File: config.mk
export PLATFORM = sky130hd
export DESIGN_NAME = wb_core_top
export DESIGN_NICKNAME = d
export VERILOG_FILES = /design/src/hdl/wb_pkg.sv /design/src/hdl/id_tracker.sv /design/src/hdl/alu_unit.sv /design/src/hdl/mul_unit.sv /design/src/hdl/write_back.sv /design/src/hdl/wb_core_top.sv
export VERILOG_INCLUDE_DIRS = /design/src /design/src/hdl
export SDC_FILE = /design/constraint.sdc
export NUM_CORES = 1
export LEC_CHECK = 0
export ABC_AREA = 1
export BUFFER_PORTS_ARGS = -buffer_cell sky130_fd_sc_hd__buf_2
export CORE_UTILIZATION = 50
export DETAILED_ROUTE_END_ITERATION = 8
export GPL_TIMING_DRIVEN = 0
export MAX_ROUTING_LAYER = met4
export PLACE_DENSITY_LB_ADDON = 0.25
export SLEW_MARGIN = 20
export SYNTH_ARGS = -nofsm -noshare
export SYNTH_HDL_FRONTEND = slang
export SYNTH_HIERARCHICAL = 1
export SYNTH_SLANG_ARGS = --single-unit
File: constraint.sdc
create_clock -name clk -period 4.65 [get_ports clk]
set_input_delay 0.93 -clock clk [delete_from_list [all_inputs] [get_ports clk]]
set_output_delay 0.93 -clock clk [all_outputs]
set_load 0.1 [all_outputs]
File: src/hdl/wb_settings.svh
////////////////////
// Build-time sizing for the completion and retirement core
// Include wherever a size is needed; the package holds the types
////////////////////

`ifndef WB_SETTINGS_SVH
`define WB_SETTINGS_SVH

// Number of instruction IDs in flight
`define MAX_INFLIGHT 8

// Data path width
`define XLEN 32

// Units reporting completions to writeback
`define NUM_WB_UNITS 2

// Destination register address width
`define REG_ADDR_W 5

`endif

File: src/hdl/wb_pkg.sv
////////////////////
// Shared types for the completion and retirement core
// Referenced by scoped name from every module
////////////////////

`include "wb_settings.svh"

package wb_pkg;

    localparam int ID_W = $clog2(`MAX_INFLIGHT);

    // Instruction ID
    typedef logic [ID_W-1:0] id_t;

    // Index into the unit writeback array
    typedef enum logic {
        UNIT_ALU = 1'b0,
        UNIT_MUL = 1'b1
    } unit_id_t;

    // ALU operation, ignored by the multiplier
    typedef enum logic [2:0] {
        ADD = 3'd0,
        SUB = 3'd1,
        AND = 3'd2,
        OR  = 3'd3,
        XOR = 3'd4,
        SLL = 3'd5
    } alu_op_t;

    // Packet from the issue port
    typedef struct packed {
        unit_id_t                 unit;
        alu_op_t                  op;
        logic [`REG_ADDR_W-1:0]   rd_addr;
        logic [`XLEN-1:0]         src_a;
        logic [`XLEN-1:0]         src_b;
    } issue_pkt_t;

    // Request toward one unit
    typedef struct packed {
        logic             issue;
        id_t              id;
        alu_op_t          op;
        logic [`XLEN-1:0] src_a;
        logic [`XLEN-1:0] src_b;
    } unit_issue_t;

    // Completion reported by one unit
    typedef struct packed {
        logic             done;
        id_t              id;
        logic [`XLEN-1:0] rd;
    } unit_wb_t;

    // Retired result record
    typedef struct packed {
        id_t                      id;
        logic [`REG_ADDR_W-1:0]   rd_addr;
        logic [`XLEN-1:0]         rd_data;
    } retire_t;

endpackage

File: src/hdl/id_tracker.sv
////////////////////
// Circular instruction ID allocator
// Hands out IDs in issue order and frees them in the same order
////////////////////

`timescale 1ns/1ns

`include "wb_settings.svh"

module id_tracker (
    input  logic         clk,
    input  logic         rst,
    input  logic         issued,
    input  logic         retired,
    output wb_pkg::id_t  next_id,
    output wb_pkg::id_t  oldest_id,
    output logic         id_available,
    output logic         empty
);

    // One extra bit so a full tracker is distinguishable from empty
    localparam int CNT_W = $clog2(`MAX_INFLIGHT) + 1;

    wb_pkg::id_t       next_ptr;
    wb_pkg::id_t       oldest_ptr;
    logic [CNT_W-1:0]  inflight_cnt;

    ////////////////////
    // Pointers

    // Both wrap naturally since the ID count is a power of two
    always_ff @(posedge clk) begin
        if (rst) begin
            next_ptr   <= '0;
            oldest_ptr <= '0;
        end else begin
            if (issued)
                next_ptr <= next_ptr + 1'b1;
            if (retired)
                oldest_ptr <= oldest_ptr + 1'b1;
        end
    end

    ////////////////////
    // Occupancy

    // Simultaneous issue and retire leaves the count unchanged
    always_ff @(posedge clk) begin
        if (rst) begin
            inflight_cnt <= '0;
        end else if (issued && !retired) begin
            inflight_cnt <= inflight_cnt + 1'b1;
        end else if (retired && !issued) begin
            inflight_cnt <= inflight_cnt - 1'b1;
        end
    end

    assign next_id      = next_ptr;
    assign oldest_id    = oldest_ptr;
    assign id_available = (inflight_cnt != CNT_W'(`MAX_INFLIGHT));
    assign empty        = (inflight_cnt == '0);

endmodule

File: src/hdl/alu_unit.sv
////////////////////
// Single-cycle integer unit
// Completion is reported in the same cycle as the request
////////////////////

`timescale 1ns/1ns

`include "wb_settings.svh"

module alu_unit (
    input  wb_pkg::unit_issue_t  req,
    output wb_pkg::unit_wb_t     wb
);

    logic [`XLEN-1:0] result;
    logic [4:0]       shamt;

    // Shift amount from the low bits of operand b
    assign shamt = req.src_b[4:0];

    ////////////////////
    // Operation decode

    always_comb begin
        case (req.op)
            wb_pkg::ADD: begin
                result = req.src_a + req.src_b;
            end
            wb_pkg::SUB: begin
                result = req.src_a - req.src_b;
            end
            wb_pkg::AND: begin
                result = req.src_a & req.src_b;
            end
            wb_pkg::OR: begin
                result = req.src_a | req.src_b;
            end
            wb_pkg::XOR: begin
                result = req.src_a ^ req.src_b;
            end
            wb_pkg::SLL: begin
                result = req.src_a << shamt;
            end
            // Unused encodings give zero
            default: begin
                result = '0;
            end
        endcase
    end

    // Done straight from the issue strobe
    assign wb.done = req.issue;
    assign wb.id   = req.id;
    assign wb.rd   = result;

endmodule

File: src/hdl/mul_unit.sv
////////////////////
// Iterative shift-add multiplier, one partial product per cycle
// Returns the low word of the product and blocks new work while busy
////////////////////

`timescale 1ns/1ns

`include "wb_settings.svh"

module mul_unit (
    input  logic                 clk,
    input  logic                 rst,
    input  wb_pkg::unit_issue_t  req,
    output logic                 ready,
    output wb_pkg::unit_wb_t     wb
);

    localparam int CNT_W = $clog2(`XLEN + 1);

    logic              busy;
    logic [CNT_W-1:0]  step_cnt;
    logic              start;
    logic              finished;
    wb_pkg::id_t       id_r;
    logic [`XLEN-1:0]  mcand;
    logic [`XLEN-1:0]  mplier;
    logic [`XLEN-1:0]  acc;

    assign ready    = ~busy;
    assign start    = req.issue & ready;
    // Last cycle of the operation, all XLEN steps applied
    assign finished = busy && (step_cnt == CNT_W'(`XLEN));

    ////////////////////
    // Control

    always_ff @(posedge clk) begin
        if (rst) begin
            busy     <= 1'b0;
            step_cnt <= '0;
        end else if (start) begin
            busy     <= 1'b1;
            // First step is taken while latching
            step_cnt <= CNT_W'(1);
        end else if (finished) begin
            busy <= 1'b0;
        end else if (busy) begin
            step_cnt <= step_cnt + 1'b1;
        end
    end

    ////////////////////
    // Datapath

    // Multiplicand moves left and multiplier right each step
    always_ff @(posedge clk) begin
        if (start) begin
            id_r   <= req.id;
            acc    <= req.src_b[0] ? req.src_a : '0;
            mcand  <= req.src_a << 1;
            mplier <= req.src_b >> 1;
        end else if (busy && !finished) begin
            acc    <= acc + (mplier[0] ? mcand : '0);
            mcand  <= mcand << 1;
            mplier <= mplier >> 1;
        end
    end

    // Done is a one-cycle level from registered state
    assign wb.done = finished;
    assign wb.id   = id_r;
    assign wb.rd   = acc;

endmodule

File: src/hdl/write_back.sv
////////////////////
// Issue acceptance, result buffer by ID and in-order retirement
// Units may finish in any order; results leave in issue order
////////////////////

`timescale 1ns/1ns

`include "wb_settings.svh"

module write_back (
    input  logic                 clk,
    input  logic                 rst,

    input  logic                 issue,
    input  wb_pkg::issue_pkt_t   issue_pkt,
    output logic                 issue_ready,

    input  wb_pkg::id_t          next_id,
    input  wb_pkg::id_t          oldest_id,
    input  logic                 id_available,
    output logic                 issued,
    output logic                 retired,

    output wb_pkg::unit_issue_t  alu_req,
    output wb_pkg::unit_issue_t  mul_req,
    input  logic                 mul_ready,
    input  wb_pkg::unit_wb_t     unit_wb [`NUM_WB_UNITS],

    output logic                 retire,
    output wb_pkg::retire_t      retire_rec
);

    localparam int N = `MAX_INFLIGHT;

    // Per-ID unit select
    wb_pkg::unit_id_t        unit_sel_r [N];
    wb_pkg::unit_id_t        unit_sel   [N];

    // Per-ID metadata and result buffer
    logic [`REG_ADDR_W-1:0]  rd_meta       [N];
    logic [`XLEN-1:0]        results_by_id [N];

    logic [N-1:0]            id_issued_oh;
    logic [N-1:0]            id_writing;
    logic [N-1:0]            id_inuse;
    logic [N-1:0]            id_pending;
    logic [N-1:0]            id_pending_r;
    logic [N-1:0]            id_retiring_oh;

    logic                    retiring;
    wb_pkg::id_t             id_retiring;
    logic                    to_mul;

    ////////////////////
    // Issue acceptance

    assign to_mul      = (issue_pkt.unit == wb_pkg::UNIT_MUL);
    // Multiplier busy only stalls multiplier packets
    assign issue_ready = id_available & (~to_mul | mul_ready);
    assign issued      = issue & issue_ready;

    // Same operands to both units, only one sees the strobe
    assign alu_req.issue = issued & ~to_mul;
    assign alu_req.id    = next_id;
    assign alu_req.op    = issue_pkt.op;
    assign alu_req.src_a = issue_pkt.src_a;
    assign alu_req.src_b = issue_pkt.src_b;

    assign mul_req.issue = issued & to_mul;
    assign mul_req.id    = next_id;
    assign mul_req.op    = issue_pkt.op;
    assign mul_req.src_a = issue_pkt.src_a;
    assign mul_req.src_b = issue_pkt.src_b;

    always_comb begin
        id_issued_oh          = '0;
        id_issued_oh[next_id] = issued;
    end

    ////////////////////
    // Completion detect

    // Any unit naming an ID as done writes that ID
    always_comb begin
        id_writing = '0;
        for (int i = 0; i < N; i++) begin
            for (int j = 0; j < `NUM_WB_UNITS; j++) begin
                id_writing[i] |= unit_wb[j].done && (unit_wb[j].id == wb_pkg::id_t'(i));
            end
        end
    end

    ////////////////////
    // Unit select, metadata and result buffer

    for (genvar i = 0; i < N; i++) begin : g_id_slot
        always_ff @(posedge clk) begin
            if (id_issued_oh[i]) begin
                unit_sel_r[i] <= issue_pkt.unit;
                rd_meta[i]    <= issue_pkt.rd_addr;
            end
        end

        // Free ID falls back to the issuing unit
        // Catches the ALU finishing in its issue cycle
        assign unit_sel[i] = id_inuse[i] ? unit_sel_r[i] : issue_pkt.unit;

        always_ff @(posedge clk) begin
            if (id_writing[i])
                results_by_id[i] <= unit_wb[unit_sel[i]].rd;
        end
    end

    // Set at issue, cleared once written
    // Clear wins so a same-cycle ALU result never marks the ID in use
    always_ff @(posedge clk) begin
        if (rst)
            id_inuse <= '0;
        else
            id_inuse <= (id_inuse | id_issued_oh) & ~id_writing;
    end

    ////////////////////
    // Pending and retirement

    always_ff @(posedge clk) begin
        if (rst)
            id_pending_r <= '0;
        else
            id_pending_r <= id_pending;
    end

    // Result waiting in the buffer, dropped in the retire cycle
    assign id_pending = id_writing | (id_pending_r & ~id_retiring_oh);

    // Oldest ID ready means it retires next cycle
    assign retired = id_pending[oldest_id];

    always_ff @(posedge clk) begin
        if (rst)
            retiring <= 1'b0;
        else
            retiring <= retired;
    end

    always_ff @(posedge clk) begin
        id_retiring <= oldest_id;
    end

    always_comb begin
        id_retiring_oh              = '0;
        id_retiring_oh[id_retiring] = retiring;
    end

    // Record read from the buffer by the registered ID
    assign retire             = retiring;
    assign retire_rec.id      = id_retiring;
    assign retire_rec.rd_addr = rd_meta[id_retiring];
    assign retire_rec.rd_data = results_by_id[id_retiring];

endmodule

File: src/hdl/wb_core_top.sv
////////////////////
// Top of the completion and retirement core
// Connects the ID tracker, both units and the writeback block
////////////////////

`timescale 1ns/1ns

`include "wb_settings.svh"

module wb_core_top (
    input  logic                clk,
    input  logic                rst,
    input  logic                issue,
    input  wb_pkg::issue_pkt_t  issue_pkt,
    output logic                issue_ready,
    output logic                retire,
    output wb_pkg::retire_t     retire_rec,
    output logic                empty
);

    wb_pkg::id_t          next_id;
    wb_pkg::id_t          oldest_id;
    logic                 id_available;
    logic                 issued;
    logic                 retired;
    logic                 mul_ready;
    wb_pkg::unit_issue_t  alu_req;
    wb_pkg::unit_issue_t  mul_req;
    // Index 0 ALU, index 1 multiplier
    wb_pkg::unit_wb_t     unit_wb [`NUM_WB_UNITS];

    id_tracker id_tracker_i (
        .clk          (clk),
        .rst          (rst),
        .issued       (issued),
        .retired      (retired),
        .next_id      (next_id),
        .oldest_id    (oldest_id),
        .id_available (id_available),
        .empty        (empty)
    );

    alu_unit alu_unit_i (
        .req (alu_req),
        .wb  (unit_wb[0])
    );

    mul_unit mul_unit_i (
        .clk   (clk),
        .rst   (rst),
        .req   (mul_req),
        .ready (mul_ready),
        .wb    (unit_wb[1])
    );

    write_back write_back_i (
        .clk          (clk),
        .rst          (rst),
        .issue        (issue),
        .issue_pkt    (issue_pkt),
        .issue_ready  (issue_ready),
        .next_id      (next_id),
        .oldest_id    (oldest_id),
        .id_available (id_available),
        .issued       (issued),
        .retired      (retired),
        .alu_req      (alu_req),
        .mul_req      (mul_req),
        .mul_ready    (mul_ready),
        .unit_wb      (unit_wb),
        .retire       (retire),
        .retire_rec   (retire_rec)
    );

endmodule

# After elaboration in Yosys (flattened, before gate mapping)
# Memories as Yosys holds them, arrays and structs flattened. A register that Yosys moved wholly into a read port is not among the register bits.
# Cells that the tools add are included.
# word_totals
reg_bits,134
latchBits,0
ramBits,304
romBits,0
in_bits,76
output_inout_bits,43
word_cells,275
n_memories,3
# classes
n_addsub,8
mul,0
div,0
order_cmp,13
eq_ne,22
shifts,1
n_mux,128
bitwise_logic,36
n_reduce_logical,50
# memory_table
name,words,width,read_ports,rd_ports_with_merged_regs,write_ports,line_no,rtl
write_back_i.results_by_id,8,32,1,1,8,write_back.sv:41,logic [`XLEN-1:0] results_by_id [N];
write_back_i.rd_meta,8,5,1,1,1,write_back.sv:40,logic [`REG_ADDR_W-1:0] rd_meta [N];
write_back_i.unit_sel_r,8,1,8,0,1,write_back.sv:36,wb_pkg::unit_id_t unit_sel_r [N];
# ops
operator,count
32-bit two-way mux,30
32-bit case mux with 6 select lines,1
1-bit two-way mux,69
32-bit adder,2
31-bit two-way mux,2
3-bit two-way mux,14
5-bit two-way mux,7
5-bit OR reduction,7
32-bit AND,1
8-bit AND,4
32-bit OR,1
32-bit by 5-bit << shifter with 32-bit output,1
32-bit subtractor,1
32-bit XOR,1
3-bit equality test (second input constant),10
1-bit logical AND,22
3-bit by 2-bit equality test with 1-bit output (second input constant),6
2-bit greater-or-equal comparator (second input constant),8
1-bit inverter with 2-bit output,8
8-bit inverter,2
8-bit OR,2
3-bit by 4-bit < comparator with 1-bit output (second input constant),3
3-bit by 1-bit equality test with 1-bit output (second input constant),3
3-bit zero test,3
20 further kinds,50

# Longest topological paths before layout
# Gate-level depths: netlist of run 1.
# logic_depth
ltp_word,15
ltp_mapped,29

# By module
# Netlist of run 1, hierarchy kept.
# by_module_without_submodules
module,n_inst,cells_each,area_per_inst_um2
write_back,1,1677,16089.2
mul_unit,1,959,6931.6
alu_unit,1,1355,6926.6
id_tracker,1,64,518.0

# Worst setup path before layout of run 1
# No wires, ideal clock.
# synth_path
kind,input -> register
startpoint,input issue_pkt[72] (netlist name)
endpoint,register id_tracker_i.inflight_cnt[3]
arrival_time_ps,4917
path_slack_ps,-376
cell_stages,26
path_buffers,1
path_cell_list,inv_4 > o21a_1 > nand2_1 > inv_1 > nand2_1 > inv_1 > buf_4 > nand2_1 > inv_1 > nand2_1 > nand2_1 > inv_1 > nand3_1 > nand3_1 > nand3_1 > nand2_1 > inv_1 > inv_1 > ha_1 > inv_1 > ha_1 > or2_1 > nand3_1 > nand3_1 > nand2_1 > inv_1
# synth_rtl
item,line_no,rtl
from (decl),wb_core_top.sv:14,"input wb_pkg::issue_pkt_t issue_pkt,"
to (signal assigned),id_tracker.sv:52,inflight_cnt <= inflight_cnt + 1'b1;
to (signal assigned),id_tracker.sv:54,inflight_cnt <= inflight_cnt - 1'b1;
to (decl),id_tracker.sv:26,logic [CNT_W-1:0] inflight_cnt;

==> results.toml, run 1 <==
[status]
outcome = "complete, no violations"

[sta]
min_period_over_period = 0.978
clock_skew_ns = 0.0211
hold_slack_ns = 0.403
hold_viol = 0
fmax_mhz = 220
min_period_ns = 4.55
slew_headroom = 0.303
worstMarginPinSlew_ns = 1.05
setup_viol = 0
worst_slack_ns = 0.100
maxSlewViolCount = 0

[cts]
htree_levels = 2
root_buffer = "clkbuf_16"
clk_latency_ns = 0.64
hold_buffers = 0
tritoncts = "yes"
cts_buffer_depth = 3
cts_num_sinks = 438
numCtsBuffers = 49
clk_pin_slew_ns = 0.06

[setup_path]
reg2reg_from = "id_tracker_i/inflight_cnt[0]$_SDFFE_PP0P_"
crit_type = "in2reg"
endpoint_kind = "flop"
crit_arrival_ns = 4.88
critical_path.max_fanout = 11
startpoint_type = "input port"
startpoint = "issue_pkt[1]"
required_ns = 4.98

[placement]
hpwl_mm = 86.8
dp.cells = 4895
io_buffers = 51
place_area_um2 = 31900
place_ws_ns = -0.517
gp_congestion = 1.02

[layout]
nets = 4377
post-route-util = 0.556
design_area_um2 = 33500
drive_above_1_share = 0.109
final_cells = 4990
syn2layout_area_growth_pct = 9.94

[floorplan]
rows = 90
start_util = 0.505
die-area_um2 = 61900
die_w_um = 249
fp.dieH_um = 249
core_um2 = 60200
ioPinCount = 119

[global_route]
antenna_found_initial = 7
overflow = 0
grt_max_degree = 34
grtUsageTotal = 0.376
grt_pass1_vias = 26444
grt_pass1_wl_mm = 168

[drt]
first_iter_violations = 3311
first_pass_iters = 9
via_count = 28550
wirelength_mm = 115
antenna_left = 0
viasPerCell = 5.72
wl_per_cell_um = 23.0
drc = 0

[synthesis]
synth_area_per_cell_um2 = 7.51
netlist_instances = 4052
yosysWarnings = 6
synth_nets = 4265
syn_area_um2 = 30400

[power_and_ir_drop]
p_sw_frac = 0.454
p_sw_mw = 7.30
combPwrFrac = 0.434
powerDensity_nw_per_um2 = 481
ir_drop_v = 0.000343
p_int_mw = 8.78
power_frac_clock = 0.238
p_seq_frac = 0.328
p_leak_nw = 15.1

[flow_run]
cap_violations = 0

[min_path]
hold_class = "reg2reg"
hp-start = "id_tracker_i/oldest_id[2]$_SDFFE_PP0P_"
[worst max-delay path, stage by stage]
cell	delay (ns)
buf_4	0.16
inv_2	0.13
clkbuf_4	0.28
ha_1	0.25
nand3_4	0.15
nor3_4	0.17
nand2_2	0.12
nor2_1	0.16
xor2_1	0.08
nand2_1	0.06
o21ai_0	0.22
ha_1	0.49
nand2_1	0.14
nor2_1	0.23
nand2_1	0.12
nor4_1	0.21
nand2_1	0.17
nand2_1	0.10
nand2_1	0.05
nand3_1	0.10
nand2_1	0.21
inv_2	0.20
o21ai_0	0.14
[per-layer routing]
metal  part of all wire  up-vias  global-route usage
met2               0.45     1549               0.582
met1               0.40    13264               0.478
met5                  0        -                   -
li1                   -    13456                   -
met3               0.10      281              0.0682
met4              0.050        0               0.176
[registers in the layout, indices dropped and copies added (netlist names), 8 cells and up]
name	flops
mul_unit_i/acc	32
write_back_i/id_pending_r	8
mul_unit_i/mcand	31
mul_unit_i/mplier	31
write_back_i/rd_meta	40
write_back_i/results_by_id	256
write_back_i/unit_sel_r	8
write_back_i/id_inuse	8
[cells in the final DEF, fill, tap and decap left out, types with 10 or more instances in the layout]
cell type	instances
nand2_1	1266
inv_1	412
edfxtp_1	401
o21ai_0	395
nor2_1	314
nand3_1	303
buf_4	149
ha_1	134
buf_2	120
a21oi_1	112
clkbuf_1	105
clkbuf_16	49
o211ai_1	48
dfxtp_1	37
o21ai_1	33
xor2_1	32
o22ai_1	29
inv_2	20
a221oi_1	18
nand2_2	16
nand4_1	16
or2_2	14
nor3_1	13
o221ai_1	13
clkinv_2	12
buf_12	10
[final cells by class]
class / instances / area, um^2
plain buffers: 334 / 1960
multi-input cells: 2844 / 14100
clock buffers: 57 / 1260
repair buffers: 61 / 455
diodes: 7 / 17.5
flip-flops and latches: 438 / 12800
inverters: 436 / 1650
clock inverters: 31 / 298
fillers: 5788 / 26800
well taps: 782 / 978
[final timing paths]
path	end	slack [ns]	cells after the start
worst max-delay path	write_back_i/results_by_id[7][28]$_DFFE_PP_	0.10	23
worst min register to register	write_back_i/id_retiring[2]$_DFF_P_	0.40	0
worst max register to register	id_tracker_i/inflight_cnt[3]$_SDFFE_PP0P_	0.72	27
worst min-delay path	write_back_i/id_retiring[2]$_DFF_P_	0.40	0
[repair_timing]
item | CTS | global route
endpoints found under the setup margin | 0 | 55
resized for setup | 0 | 7
buffers inserted | 0 | 0
[power by group through the flow]
stage	Sequential (mW)	Combinational [mW]	Clock, mW
5_1_grt	5.29	7.50	4.00
3_3_place_gp	5.35	6.74	0
3_5_place_dp	5.33	6.85	0
6_report	5.27	6.98	3.83
2_1_floorplan	5.20	4.95	0
4_1_cts	5.25	6.88	3.87
[stage by stage]
stage / setup TNS [ns] / power, mW
after floorplan: 0 / 10.2
after global placement: -158.56 / 12.1
after detailed placement: -39.14 / 12.2
after CTS: 0 / 16.0
after global routing: -0.00416 / 16.8
final: 0 / 16.1
Power figures use the tool's default switching activity.
==> inputs of run 2 (changes only) <==
==> constraint.sdc (replaced) <==
create_clock -name clk -period 4.9 [get_ports clk]
set_input_delay 0.98 -clock clk [delete_from_list [all_inputs] [get_ports clk]]
set_output_delay 0.98 -clock clk [all_outputs]
set_load 0.1 [all_outputs]
==> results.toml, run 2 (synthesis results as in run 1) <==
[sta]
hold_slack_ns = 0.422
min_period_ns = 4.72
worst_slack_ns = 0.177
clock_skew_ns = 0.0154
min_period_over_period = 0.964
maxSlewViolCount = 0
worstMarginPinSlew_ns = 0.989
timing.setup.tns_ns = 0
slew_headroom = 0.338
rsz0062_at_grt = "false"
setup_viol = 0
fmax_mhz = 212
hold_viol = 0

[layout]
drive_above_1_share = 0.110
top_regs = "write_back_i/results_by_id (256), write_back_i/rd_meta (40), mul_unit_i/acc (32)"
post-route-util = 0.559
final_cells = 4990
design_area_um2 = 33700
regMostFlops = "write_back_i/results_by_id"
nets = 4376
num-fill-cells = 5687
largest_register_ffs = 256
final_cell_mix = "1267 x nand2_1, 413 x inv_1, 401 x edfxtp_1"
layout_commonest_cell = "nand2_1"
syn2layout_area_growth_pct = 10.6

[power_and_ir_drop]
p_sw_mw = 7.01
combPwrFrac = 0.423
p_seq_frac = 0.319
p_int_mw = 8.68
powerDensity_nw_per_um2 = 466
fin_total_pwr_mw = 15.7
power_frac_clock = 0.258
p_sw_frac = 0.447
p_leak_nw = 15.2
ir_drop_v = 0.000433

[setup_path]
r2r_slack_ns = 0.83
crit_type = "in2reg"
reg2reg_from = "id_tracker_i/inflight_cnt[0]$_SDFFE_PP0P_"
critical_path.max_fanout = 11
worstReg2RegEnd = "id_tracker_i/inflight_cnt[3]$_SDFFE_PP0P_"
reg2reg_depth = 27
crit_arrival_ns = 5.06
crit_end = "write_back_i/results_by_id[7][28]$_DFFE_PP_"
endpoint_kind = "flop"
startpoint_type = "input port"
required_ns = 5.24
startpoint = "issue_pkt[1]"

[floorplan]
ioPinCount = 119
fp.dieH_um = 249
core_um2 = 60200
start_util = 0.505
die_w_um = 249
die-area_um2 = 61900
rows = 90

[global_route]
overflow = 0
grtUsageTotal = 0.378
grt_pass1_wl_mm = 170
grt_max_degree = 80
antenna_found_initial = 6
grt_pass1_vias = 26494

[drt]
first_pass_iters = 7
wirelength_mm = 115
drc = 0
viasPerCell = 5.71
first_iter_violations = 3297
antenna_left = 0
wl_per_cell_um = 23.1
via_count = 28493

[cts]
numCtsBuffers = 49
post-cts-setup-buffers = 0
htree_levels = 2
root_buffer = "clkbuf_16"
cts_num_sinks = 438
hold_buffers = 0
clk_latency_ns = 0.63
clk_pin_slew_ns = 0.06
tritoncts = "yes"
cts_buffer_depth = 3
cts_resized = 0

[min_path]
hold_class = "reg2reg"
hp-start = "id_tracker_i/oldest_id[2]$_SDFFE_PP0P_"

[placement]
io_buffers = 51
dp.cells = 4894
place_ws_ns = -0.364
hpwl_mm = 87.1
gp_congestion = 1.03
place_area_um2 = 31900

[flow_run]
cap_violations = 0

[status]
outcome = "complete, no violations"
==> run 2: cell count changes in the layout (fill, tap and decap cells not counted), moves of 2 or more <==
| cell | change |
|---|---|
| clkbuf_16 | +2 |
| clkbuf_1 | -2 |
| clkinvlp_4 | -3 |
| buf_16 | +4 |
| buf_12 | -5 |
| inv_6 | +2 |
| clkinv_1 | -6 |
| clkbuf_8 | +4 |
| bufinv_16 | +4 |
| clkinv_2 | -2 |
| diode_2 | -2 |
| clkinv_4 | +4 |
==> run 2: layer usage <==
metal,vias to the layer above,global-route usage,wire [um]
met5,-,-,0
met4,0,0.157,5300
met3,254,0.0650,11500
met2,1544,0.594,52600
met1,13232,0.484,45800
li1,13463,-,-
==> run 2: worst max-delay path, stage by stage <==
cell,delay [ns]
buf_4,0.15
inv_2,0.16
clkbuf_4,0.29
ha_1,0.24
nand3_4,0.15
nor3_4,0.17
nand2_2,0.13
nor2_1,0.17
xor2_1,0.08
nand2_1,0.05
o21ai_0,0.25
ha_1,0.50
nand2_1,0.12
nor2_1,0.18
nand2_1,0.11
nor4_1,0.20
nand2_1,0.14
nand2_1,0.09
nand2_1,0.05
nand3_1,0.17
nand2_1,0.22
inv_1,0.28
o21ai_0,0.16
==> run 2: cell type report <==
class,count,area [um^2],share of cell area
buffer,334,1960,0.0581
sequential,438,12800,0.380
multi-input combinational,2844,14100,0.418
clock buffer,61,1350,0.0402
clock inverter,30,414,0.0123
inverter,436,1650,0.0489
timing repair buffer,60,465,0.0138
antenna,5,12.5,0.000372
tap,782,978,0.0291
==> run 2: worst min-delay path by stage <==
stage / depth (start not counted) / slack [ns] / to
floorplan: 0 / 0.38 / write_back_i/id_retiring[2]$_DFF_P_
global placement: 0 / 0.41 / write_back_i/id_retiring[2]$_DFF_P_
detailed placement: 0 / 0.41 / write_back_i/id_retiring[2]$_DFF_P_
CTS: 0 / 0.42 / write_back_i/id_retiring[2]$_DFF_P_
global route: 0 / 0.43 / write_back_i/id_retiring[2]$_DFF_P_
finish: 0 / 0.42 / write_back_i/id_retiring[2]$_DFF_P_
==> run 2: power by group through the flow <==
stage / clock [mW] / combinational, mW / sequential [mW]
floorplan: 0 / 4.70 / 4.94
global placement: 0 / 6.38 / 5.08
detailed placement: 0 / 6.50 / 5.06
CTS: 4.08 / 6.53 / 4.99
global route: 4.21 / 7.14 / 5.02
finish: 4.05 / 6.63 / 5.01
